$ cat src/source/alu_ops_pkg.sv
package alu_ops_pkg;

  localparam int OP_W    = 4;
  localparam int WIDTH_W = 2;
  localparam int COND_W  = 4;

  typedef logic [OP_W-1:0]    op_t;
  typedef logic [WIDTH_W-1:0] width_t;
  typedef logic [COND_W-1:0]  cond_t;

  // unused codes 10 to 15 give a zero result and no flag write
  localparam op_t OP_ADD  = 4'd0;
  localparam op_t OP_SUB  = 4'd1;
  localparam op_t OP_AND  = 4'd2;
  localparam op_t OP_OR   = 4'd3;
  localparam op_t OP_XOR  = 4'd4;
  localparam op_t OP_MOV  = 4'd5;
  localparam op_t OP_ZXT  = 4'd6;
  localparam op_t OP_SXT  = 4'd7;
  localparam op_t OP_CMOV = 4'd8;
  localparam op_t OP_CSET = 4'd9;

  localparam width_t W8  = 2'd0;
  localparam width_t W16 = 2'd1;
  localparam width_t W32 = 2'd2;
  localparam width_t W64 = 2'd3;

  // odd codes are the inverse of the even code below them
  localparam cond_t CC_Z   = 4'd0;
  localparam cond_t CC_NZ  = 4'd1;
  localparam cond_t CC_S   = 4'd2;
  localparam cond_t CC_NS  = 4'd3;
  localparam cond_t CC_UGT = 4'd4;
  localparam cond_t CC_ULE = 4'd5;
  localparam cond_t CC_UGE = 4'd6;
  localparam cond_t CC_ULT = 4'd7;
  localparam cond_t CC_SGT = 4'd8;
  localparam cond_t CC_SLE = 4'd9;
  localparam cond_t CC_SGE = 4'd10;
  localparam cond_t CC_SLT = 4'd11;
  localparam cond_t CC_O   = 4'd12;
  localparam cond_t CC_NO  = 4'd13;
  localparam cond_t CC_P   = 4'd14;
  localparam cond_t CC_NP  = 4'd15;

endpackage

$ cat src/source/alu_types_pkg.sv
package alu_types_pkg;

  localparam int WORD_W  = 64;
  localparam int FLAG_W  = 6;
  localparam int CARRY_W = 5;
  localparam int OVF_W   = 4;

  // operand and result word
  typedef logic [WORD_W-1:0] word_t;

  // status flags C O A S Z P from high to low
  typedef logic [FLAG_W-1:0] flags_t;

  localparam int FLAG_C = 5;
  localparam int FLAG_O = 4;
  localparam int FLAG_A = 3;
  localparam int FLAG_S = 2;
  localparam int FLAG_Z = 1;
  localparam int FLAG_P = 0;

  // carries out of bits 3, 7, 15, 31, 63
  typedef logic [CARRY_W-1:0] carry_t;

  localparam int CY_NIB = 0;
  localparam int CY_8   = 1;
  localparam int CY_16  = 2;
  localparam int CY_32  = 3;
  localparam int CY_64  = 4;

  // signed overflow per width indexed like the width code
  typedef logic [OVF_W-1:0] ovf_t;

  // hardware thread id
  typedef logic [0:0] thread_t;

endpackage

$ cat src/source/alu_adder.sv
`timescale 1ns/1ps

module alu_adder import alu_types_pkg::*; (
  input  word_t  a,
  input  word_t  b,
  input  logic   sub,
  output word_t  sum,
  output carry_t carry,
  output ovf_t   ovf
);

  word_t b_eff;
  word_t cin_bits; // carry into each bit
  logic  cout;

  // subtract as a + ~b + 1
  assign b_eff = sub ? ~b : b;

  assign {cout, sum} = {1'b0, a} + {1'b0, b_eff} + {{WORD_W{1'b0}}, sub};

  // sum bit = a ^ b ^ carry in, so the carries fall out of the sum
  assign cin_bits = a ^ b_eff ^ sum;

  assign carry[CY_NIB] = cin_bits[4];
  assign carry[CY_8]   = cin_bits[8];
  assign carry[CY_16]  = cin_bits[16];
  assign carry[CY_32]  = cin_bits[32];
  assign carry[CY_64]  = cout;

  // overflow when carry into the sign bit differs from carry out of it
  assign ovf[0] = cin_bits[7] ^ cin_bits[8];
  assign ovf[1] = cin_bits[15] ^ cin_bits[16];
  assign ovf[2] = cin_bits[31] ^ cin_bits[32];
  assign ovf[3] = cin_bits[63] ^ cout;

endmodule

$ cat src/source/alu_result_select.sv
`timescale 1ns/1ps

module alu_result_select import alu_types_pkg::*, alu_ops_pkg::*; (
  input  op_t    op,
  input  width_t width,
  input  word_t  a,
  input  word_t  b,
  input  word_t  sum,
  input  logic   take,
  output word_t  result
);

  word_t raw;   // value before the width merge
  word_t ext;   // b extended from the source width
  logic  sext;
  logic  merge;

  assign sext = (op == OP_SXT);

  always_comb begin
    case (width)
      W8: begin
        ext = sext ? {{56{b[7]}}, b[7:0]} : {56'b0, b[7:0]};
      end
      W16: begin
        ext = sext ? {{48{b[15]}}, b[15:0]} : {48'b0, b[15:0]};
      end
      W32: begin
        ext = sext ? {{32{b[31]}}, b[31:0]} : {32'b0, b[31:0]};
      end
      default: begin
        ext = b;
      end
    endcase
  end

  always_comb begin
    raw   = '0;
    merge = 1'b1;
    case (op)
      OP_ADD,
      OP_SUB:  raw = sum;
      OP_AND:  raw = a & b;
      OP_OR:   raw = a | b;
      OP_XOR:  raw = a ^ b;
      OP_MOV:  raw = b;
      OP_CMOV: raw = take ? b : a; // only W32 and W64 issued
      OP_ZXT,
      OP_SXT: begin
        raw   = ext; // already full width
        merge = 1'b0;
      end
      OP_CSET: begin
        raw   = {63'b0, take};
        merge = 1'b0;
      end
      default: begin
        merge = 1'b0; // unused code gives a zero result
      end
    endcase
  end

  // W32 clears the upper half, narrower widths keep the rest of a
  always_comb begin
    result = raw;
    if (merge) begin
      case (width)
        W8:      result = {a[63:8], raw[7:0]};
        W16:     result = {a[63:16], raw[15:0]};
        W32:     result = {32'b0, raw[31:0]};
        default: result = raw;
      endcase
    end
  end

endmodule

$ cat src/source/alu_retire_stage.sv
`timescale 1ns/1ps

module alu_retire_stage import alu_types_pkg::*, alu_ops_pkg::*; (
  input  logic    clk,
  input  logic    rst,
  input  logic    in_valid,
  input  thread_t thread,
  input  logic    except,
  input  thread_t except_thread,
  input  op_t     op,
  input  width_t  width,
  input  word_t   result_d,
  input  carry_t  carry_d,
  input  ovf_t    ovf_d,
  output logic    out_valid,
  output word_t   result,
  output op_t     op_q,
  output width_t  width_q,
  output carry_t  carry_q,
  output ovf_t    ovf_q
);

  logic    except_q;        // exception seen last cycle
  thread_t except_thread_q;
  logic    kill;

  // same-thread exception now or one cycle ago
  assign kill = (except && except_thread == thread) ||
                (except_q && except_thread_q == thread);

  always_ff @(posedge clk) begin
    if (rst) begin
      out_valid <= 1'b0;
      except_q  <= 1'b0;
    end else begin
      out_valid <= in_valid && !kill;
      except_q  <= except;
    end
  end

  // payload has meaning only with out_valid
  always_ff @(posedge clk) begin
    except_thread_q <= except_thread;
    result          <= result_d;
    op_q            <= op;
    width_q         <= width;
    carry_q         <= carry_d;
    ovf_q           <= ovf_d;
  end

endmodule

$ cat src/source/alu_top.sv
`timescale 1ns/1ps

module alu_top import alu_types_pkg::*, alu_ops_pkg::*; (
  input  logic    clk,
  input  logic    rst,
  input  logic    in_valid,
  input  op_t     op,
  input  width_t  width,
  input  cond_t   cond,
  input  word_t   a,
  input  word_t   b,
  input  flags_t  flags_in,
  input  thread_t thread,
  input  logic    except,
  input  thread_t except_thread,
  output logic    out_valid,
  output word_t   result,
  output flags_t  flags_out,
  output logic    flags_we
);

  logic   sub;
  logic   take;
  word_t  sum;
  word_t  result_d;
  carry_t carry_d, carry_q;
  ovf_t   ovf_d, ovf_q;
  op_t    op_q;
  width_t width_q;

  assign sub = (op == OP_SUB);

  alu_adder adder0 (.a(a), .b(b), .sub(sub), .sum(sum), .carry(carry_d), .ovf(ovf_d));

  cond_eval cond0 (.flags(flags_in), .cond(cond), .take(take));

  alu_result_select sel0 (
    .op(op), .width(width), .a(a), .b(b), .sum(sum), .take(take), .result(result_d)
  );

  alu_retire_stage stage0 (
    .clk(clk), .rst(rst), .in_valid(in_valid), .thread(thread),
    .except(except), .except_thread(except_thread), .op(op), .width(width),
    .result_d(result_d), .carry_d(carry_d), .ovf_d(ovf_d),
    .out_valid(out_valid), .result(result), .op_q(op_q), .width_q(width_q),
    .carry_q(carry_q), .ovf_q(ovf_q)
  );

  flag_gen flags0 (
    .out_valid(out_valid), .op(op_q), .width(width_q), .result(result),
    .carry(carry_q), .ovf(ovf_q), .flags(flags_out), .flags_we(flags_we)
  );

endmodule

$ cat src/source/cond_eval.sv
`timescale 1ns/1ps

module cond_eval import alu_types_pkg::*, alu_ops_pkg::*; (
  input  flags_t flags,
  input  cond_t  cond,
  output logic   take
);

  logic c, o, s, z, p;

  assign c = flags[FLAG_C];
  assign o = flags[FLAG_O];
  assign s = flags[FLAG_S];
  assign z = flags[FLAG_Z];
  assign p = flags[FLAG_P];

  always_comb begin
    case (cond)
      CC_Z:   take = z;
      CC_NZ:  take = ~z;
      CC_S:   take = s;
      CC_NS:  take = ~s;
      CC_UGT: take = ~(c | z);
      CC_ULE: take = c | z;
      CC_UGE: take = ~c;
      CC_ULT: take = c;
      CC_SGT: take = ~((s ^ o) | z); // less means S != O
      CC_SLE: take = (s ^ o) | z;
      CC_SGE: take = ~(s ^ o);
      CC_SLT: take = s ^ o;
      CC_O:   take = o;
      CC_NO:  take = ~o;
      CC_P:   take = p;
      CC_NP:  take = ~p;
    endcase
  end

endmodule

$ cat src/source/flag_gen.sv
`timescale 1ns/1ps

module flag_gen import alu_types_pkg::*, alu_ops_pkg::*; (
  input  logic   out_valid,
  input  op_t    op,
  input  width_t width,
  input  word_t  result,
  input  carry_t carry,
  input  ovf_t   ovf,
  output flags_t flags,
  output logic   flags_we
);

  logic cy;
  logic ov;
  logic sign;
  logic zero;
  logic is_sub;
  logic arith;
  logic logic_op;

  // carry, sign and zero at the operand width
  always_comb begin
    case (width)
      W8: begin
        cy   = carry[CY_8];
        sign = result[7];
        zero = (result[7:0] == 8'b0);
      end
      W16: begin
        cy   = carry[CY_16];
        sign = result[15];
        zero = (result[15:0] == 16'b0);
      end
      W32: begin
        cy   = carry[CY_32];
        sign = result[31];
        zero = (result[31:0] == 32'b0);
      end
      default: begin
        cy   = carry[CY_64];
        sign = result[63];
        zero = (result == '0);
      end
    endcase
  end

  assign ov       = ovf[width];
  assign is_sub   = (op == OP_SUB);
  assign arith    = (op == OP_ADD) || is_sub;
  assign logic_op = (op == OP_AND) || (op == OP_OR) || (op == OP_XOR);

  always_comb begin
    flags         = '0; // C O A stay clear for logic ops
    flags[FLAG_S] = sign;
    flags[FLAG_Z] = zero;
    flags[FLAG_P] = ~^result[7:0];
    if (arith) begin
      flags[FLAG_C] = cy ^ is_sub; // borrow is the inverted carry
      flags[FLAG_A] = carry[CY_NIB] ^ is_sub;
      flags[FLAG_O] = ov;
    end
  end

  assign flags_we = out_valid && (arith || logic_op);

endmodule
$ cat config.mk
export PLATFORM = sky130hd
export DESIGN_NAME = alu_top
export DESIGN_NICKNAME = d
export VERILOG_FILES = /design/src/source/alu_ops_pkg.sv /design/src/source/alu_types_pkg.sv /design/src/source/alu_adder.sv /design/src/source/alu_result_select.sv /design/src/source/alu_retire_stage.sv /design/src/source/alu_top.sv /design/src/source/cond_eval.sv /design/src/source/flag_gen.sv
export SDC_FILE = /design/constraint.sdc
export NUM_CORES = 1
export LEC_CHECK = 0
export BUFFER_PORTS_ARGS = -buffer_cell sky130_fd_sc_hd__buf_2
export CAP_MARGIN = 20
export CORE_UTILIZATION = 59
export CTS_BUF_LIST = sky130_fd_sc_hd__clkbuf_8
export CTS_CLUSTER_SIZE = 20
export DETAILED_ROUTE_END_ITERATION = 10
export PLACE_DENSITY = 0.89
export SETUP_SLACK_MARGIN = 0.4
export SLEW_MARGIN = 15
export SYNTH_ARGS = -nofsm -noshare
export SYNTH_HDL_FRONTEND = slang
export SYNTH_SLANG_ARGS = --single-unit
$ cat constraint.sdc
create_clock -name clk -period 5.25 [get_ports clk]
set_input_delay 0.2625 -clock clk [delete_from_list [all_inputs] [get_ports clk]]
set_output_delay 0.2625 -clock clk [all_outputs]
set_load 0.005 [all_outputs]
# Yosys cells after proc, flatten, opt, wreduce, memory -nomap -nowiden
# Cells that the tools add are included.
[totals]
ff_bits = 82
[op_classes]
eq_ne = 34
n_mux = 17
order_cmp = 1
bitwise = 23
add_sub_neg = 2
reduce_logical = 23
[ops]
columns = ["operator", "count"]
rows = [
  ["$pmux W64 S8", 1],
  ["$mux W64", 6],
  ["$pmux W64 S3", 2],
  ["$xor A64 B64 Y64", 3],
  ["$add A64 B64 Y65", 1],
  ["$add A65 B1 Y65", 1],
  ["$and A64 B64 Y64", 1],
  ["$logic_not A64 Y1", 1],
  ["$not A64 Y64", 1],
  ["$or A64 B64 Y64", 1],
  ["$eq A4 B4 Y1 const B", 10],
  ["$eq A4 B3 Y1 const B", 9],
  ["$logic_not A32 Y1", 1],
  ["$eq A4 B2 Y1 const B", 6],
  ["$logic_not A16 Y1", 1],
  ["$pmux W1 S16", 1],
  ["$eq A4 B1 Y1 const B", 3],
  ["$logic_not A4 Y1", 3],
  ["$pmux W1 S3", 3],
  ["$logic_not A8 Y1", 1],
  ["$not A1 Y1", 8],
  ["$reduce_xnor A8 Y1", 1],
  ["$reduce_or A7 Y1", 1],
  ["$xor A1 B1 Y1", 7],
  ["other kinds (13)", 27],
]

# Depth between registers and ports, before layout
[logic_depth]
ltp_word = 8
ltp_mapped = 16
ltp_nobuf = 14

# By module
# Synthesis repeated with hierarchy kept, for this count alone.
[unflattened]
cells_unflattened = 1745
area_unflattened_um2 = 13163.9
[modules_own_cells]
columns = ["module", "n_inst", "cells_each", "area_per_inst_um2"]
rows = [
  ["alu_result_select", 1, 928, 6347.3],
  ["alu_adder", 1, 657, 4591.9],
  ["alu_retire_stage", 1, 90, 1687.9],
  ["flag_gen", 1, 56, 424.2],
  ["cond_eval", 1, 13, 97.6],
  ["alu_top", 1, 1, 15.0],
]

# Worst setup path after synthesis
# No wires, ideal clock.
[synth_path]
kind = "in2reg"
from = "in op[1]"
to = "reg stage0.result[62]"
cell_stages = 15
path_slack_ns = 1.330
setup_time_ns = 0.087
t_arrival_ns = 3.833
cell_sequence = "nor4b_1 clkbuf_1 buf_1 xnor2_1 ha_1 nor2b_1 o311a_1 a2111oi_2 nor3_1 a2bb2oi_1 nand4b_1 a21oi_2 o211ai_1 and3_1 o31ai_1"
[synth_between]
elab_chain_len = 7
[synth_lines]
columns = ["item", "line_no", "source"]
rows = [
  ["from (decl)", "alu_top.sv:7", "input op_t op,"],
  ["$eq A4 B1 Y1", "alu_result_select.sv:40, alu_top.sv:31", ""],
  ["$mux W64", "alu_adder.sv:17", "assign b_eff = sub ? ~b : b;"],
  ["$add A64 B64 Y65", "alu_adder.sv:19", "assign {cout, sum} = {1'b0, a} + {1'b0, b_eff} + {{WORD_W{1'b0}}, sub};"],
  ["$add A65 B1 Y65", "alu_adder.sv:19", ""],
  ["$pmux W64 S8", "alu_result_select.sv:40", "case (op)"],
  ["$pmux W64 S3", "alu_result_select.sv:67", "case (width)"],
  ["$mux W64 *", "alu_result_select.sv:66", "if (merge) begin"],
  ["via result_d[62]", "alu_top.sv:25", "word_t result_d;"],
  ["to (signal assigned)", "alu_retire_stage.sv:44", "result <= result_d;"],
  ["to (decl)", "alu_retire_stage.sv:16", "output word_t result,"],
]
# The timed path passes the listed nets; every way through them passes the cells marked *.
# A chain may end at the register's enable or synchronous reset.

# Worst setup path in the final report
# Ends and elaborated chain as after synthesis.

==> results.md <==
* Outcome: complete, no violations
* Share of final-layout standard cells stronger than drive strength 1 at 15.89%
* Total chip power at 2.672 mW
* Number of nets in the finished design at 2,124
* Clock network latency to the later pin of the worst-skew pair at 0.38 ns
* Internal at 1.525 mW
* Post-synth EDFFs at 0
* FFs w/ async S/R, synth at 0%
* Count of antenna-violating nets left after detailed routing at 0
* Area inside the core boundary at 20,230 um2
* Number of DRC markers after the initial detailed-route iteration at 1,358
* Average wire per standard cell at 20.03 um
* Post-synthesis net count at 1,969
* Critical path type: in2reg
* Area Overhead vs Synth at 12.04%
* Switching share of total power at 42.93%
* Time the final worst path needs with I/O delays and setup at 4.044 ns
* Smallest hold slack at 0.01430 ns
* TritonCTS clock tree: done
* Synth warnings at 0
* Class of the tightest hold or removal check: in2reg
* Maximum Capacitance Violations at 0
* Number of diodes added for antenna fixing at 0
* Sequential fraction of the synthesis area at 13.49%
* DRC errors left at 0
* Reg-to-reg critical path startpoint: stage0.except_thread_q$_DFF_P_
* Largest net degree at the start of global routing at 66
* Post-synthesis cell area at 12,170 um2
* Cell at the slowest stage of the critical path: sky130_fd_sc_hd__buf_12
* Via count of the first global-routing pass at 13.36k
* Transition time at the pin with the least slew margin at 1.075 ns
* Count of cells along the worst register-to-register path at 4
* Largest cells by area after synthesis: sky130_fd_sc_hd__ha_1 (21%), sky130_fd_sc_hd__dfxtp_1 (13%), sky130_fd_sc_hd__xnor2_1 (7.9%), sky130_fd_sc_hd__a21oi_1 (5.8%), sky130_fd_sc_hd__inv_1 (5.0%)
* Combinational fraction of design power at 52.2%
* Yosys top cell by area: sky130_fd_sc_hd__ha_1
* Count of final setup violators at 0
* Global-route total usage across every layer at 38.00%
* Number of buffers inserted during clock tree synthesis at 9
* Critical Path AT at 4.36 ns
* Count of placed standard cells including taps at 2,031
* Initial core utilization at 60.12%
* FF-to-FF setup slack at 4.28 ns
* Data required time at the worst endpoint at 5.57 ns
* Dominant cell type by count on the critical path: sky130_fd_sc_hd__o21ai_0
* Number of antenna violations at the first check in global routing at 0
* Relative contribution of the clock network to total power at 20.1%
* Endpoint of the worst-slack reg-to-reg timing path: stage0.out_valid$_SDFF_PP0_
* Final TNS setup at 0 ns
* Number of clock sinks at 82
* Average cell area after synthesis at 7.523 um2
* Maximum fanout along the worst path at 65
* Clock slew at reported path FFs at 0.11 ns
* Worst path cell trace: buf_2, nor4b_2, buf_12, xnor2_1, ha_1, a21oi_1, o21ai_0, a221oi_1, o21ai_0, nand2_1, nand4b_1, a21oi_2, o211ai_1, and3_1, o31ai_1
* Cts-stage hold buffer count at 0
* Final HPWL from detailed placement at 30,250 um
* Drt total wl at 40,970 um
* Maximum achievable frequency at 247.3 MHz
* First-pass GRT wire length at 65,400 um
* Number of filler instances in the final layout at 1,669
* Proportion of power drawn by flip-flops and latches at 27.8%
* Leakage power at 6.490 nW
* Post-route non-filler standard cell count at 2,045
* Max-slew headroom at 27.70%
* First-pass DRT Iterations at 7
* Post-Route Skew at 0.00005279 ns
* Synth Flop Type: sky130_fd_sc_hd__dfxtp_1
* Vias after detailed routing at 13.62k
* Start point of the critical path: op[1]
* Longest Clk Path Bufs at 2
* Total die area at 21,200 um2
* Worst IR drop on VDD at 0.0001295 V
* Top-level port count at 222
* Unrepaired setup endpoints after global routing: no
* Number of rows created at floorplan at 52
* Via-per-instance ratio at 6.659
* Floorplan die height at 145.6 um
* Mapped Cells at 1,617
* Net switching power at 1.147 mW
* Post-CTS setup buffer count at 0
* Timing endpoint of the critical path: stage0.result[62]$_DFF_P_
* # port buffers at 220
* Number of hold violations in the final report at 0
* Remaining Overflow, GRT at 0
* Pwr/cell area at 196.0 nW/um2
* Kind of end point of the critical path: flop
* Routability cong. at 0.9979
* Seq cells post-synth at 82
* Portion of the clock cycle consumed by the worst path in the final layout at 77.03%
* Die extent in x at 145.6 um
* Depth of the CTS H-tree at 3
* CP Launch Type: input port
* Buffer cell driving the clock tree root: sky130_fd_sc_hd__clkbuf_8
* Number of gates resized after CTS at 0
* Number of pins with negative max-slew slack in the final report at 0
* Crit-path max cell delay at 0.44 ns
* Count of different cell masters after synthesis at 75
* Portion of synthesized cell area occupied by the leading cell type at 20.67%
kinds of logic after synthesis:
group	count (synthesis)	share of synthesized area, %
DFF	82	13.49
adders and majority gates	202	20.84
muxes	44	3.929
buffers and inverters	251	7.991
and+or+nand+nor	357	13.80
AOI/OAI and AO/OA	552	30.66
xor gates and xnor gates	129	9.287
synth_stat cells (23+ instances only):
master	count
sky130_fd_sc_hd__mux2i_1	41
sky130_fd_sc_hd__o221ai_1	45
sky130_fd_sc_hd__a21o_1	23
sky130_fd_sc_hd__dfxtp_1	82
sky130_fd_sc_hd__a22oi_1	33
sky130_fd_sc_hd__nor3_1	23
sky130_fd_sc_hd__xnor2_1	110
sky130_fd_sc_hd__a221oi_1	57
sky130_fd_sc_hd__ha_1	201
sky130_fd_sc_hd__o22ai_1	25
sky130_fd_sc_hd__o21ai_0	115
sky130_fd_sc_hd__inv_1	161
sky130_fd_sc_hd__nand2_1	96
sky130_fd_sc_hd__nor2_1	129
sky130_fd_sc_hd__clkbuf_1	66
sky130_fd_sc_hd__a21oi_1	140
layout by cell type, fill, tap and decap left out, drive strengths merged, types with 19 or more instances in the layout:
cell / n
mux2i: 41
dfxtp: 82
nand2: 96
xor2: 19
inv: 161
ha: 201
buf: 234
o21ai: 123
a21oi: 142
a221oi: 57
a22oi: 33
nor3: 24
nor2: 129
o221ai: 46
o22ai: 25
a21o: 23
xnor2: 110
nand4: 21
through the flow:
stage / setup WS [ns] / utilization (%) / instance area, um2
after detailed placement: 0.9148 / 66.35 / 13430
after global placement: 0.9370 / 66.35 / 13430
after global routing: 0.9691 / 67.36 / 13630
after CTS: 1.314 / 67.36 / 13630
final: 1.206 / 67.36 / 13630
after floorplan: 1.330 / - / 12170
power groups by stage:
stage	clock network (mW)	registers, mW	logic [mW]
3_5_place_dp	0	0.755	1.35
3_3_place_gp	0	0.753	1.31
6_report	0.536	0.742	1.39
2_1_floorplan	0	0.748	0.922
5_1_grt	0.552	0.748	1.51
4_1_cts	0.531	0.741	1.36
worst min path at each step:
| stage | from | endpoint | slack [ns] | cells past startpoint |
|---|---|---|---|---|
| 3_3_place_gp | except_thread | stage0.except_thread_q$_DFF_P_ | 0.39 | 1 |
| 4_1_cts | except_thread | stage0.except_thread_q$_DFF_P_ | 0.009 | 1 |
| 2_1_floorplan | except_thread | stage0.except_thread_q$_DFF_P_ | 0.29 | 0 |
| 5_1_grt | except_thread | stage0.except_thread_q$_DFF_P_ | 0.01 | 1 |
| 6_report | except_thread | stage0.except_thread_q$_DFF_P_ | 0.01 | 1 |
| 3_5_place_dp | except_thread | stage0.except_thread_q$_DFF_P_ | 0.41 | 1 |
metal layers:
metal	vias to the layer above	track usage [%]	wire [um]
met2	853	64.16	19090
met4	0	21.32	1774
met5	-	0	0
li1	6228	-	-
met3	168	5.141	3942
met1	6369	46.56	16160
area by class of cell:
cell class / count / area (um2) / share of cell area, %
clock buffers: 9 / 123.9 / 0.9088
clock inverters: 5 / 81.33 / 0.5967
inverters: 161 / 604.3 / 4.434
multi-input cells: 1284 / 9623 / 70.60
flip-flops and latches: 82 / 1642 / 12.04
well taps: 270 / 337.8 / 2.478
repair buffers: 234 / 1219 / 8.941
registers in the layout, summed over array words and instances (netlist names):
| signal | count |
|---|---|
| stage0.result | 64 |
| stage0.carry_q | 5 |
| stage0.op_q | 4 |
| stage0.ovf_q | 4 |
| stage0.width_q | 2 |
| stage0.except_q | 1 |
| stage0.except_thread_q | 1 |
| stage0.out_valid | 1 |
worst max-delay path, delay by kind of cell:
kind	cells	cell delay, ns
compound gates	7	1.90
simple gates	4	0.96
buf+inv	2	0.66
fa+ha+maj	1	0.38
xor+xnor	1	0.12
Note: power is estimated with default switching activity, not from simulation.
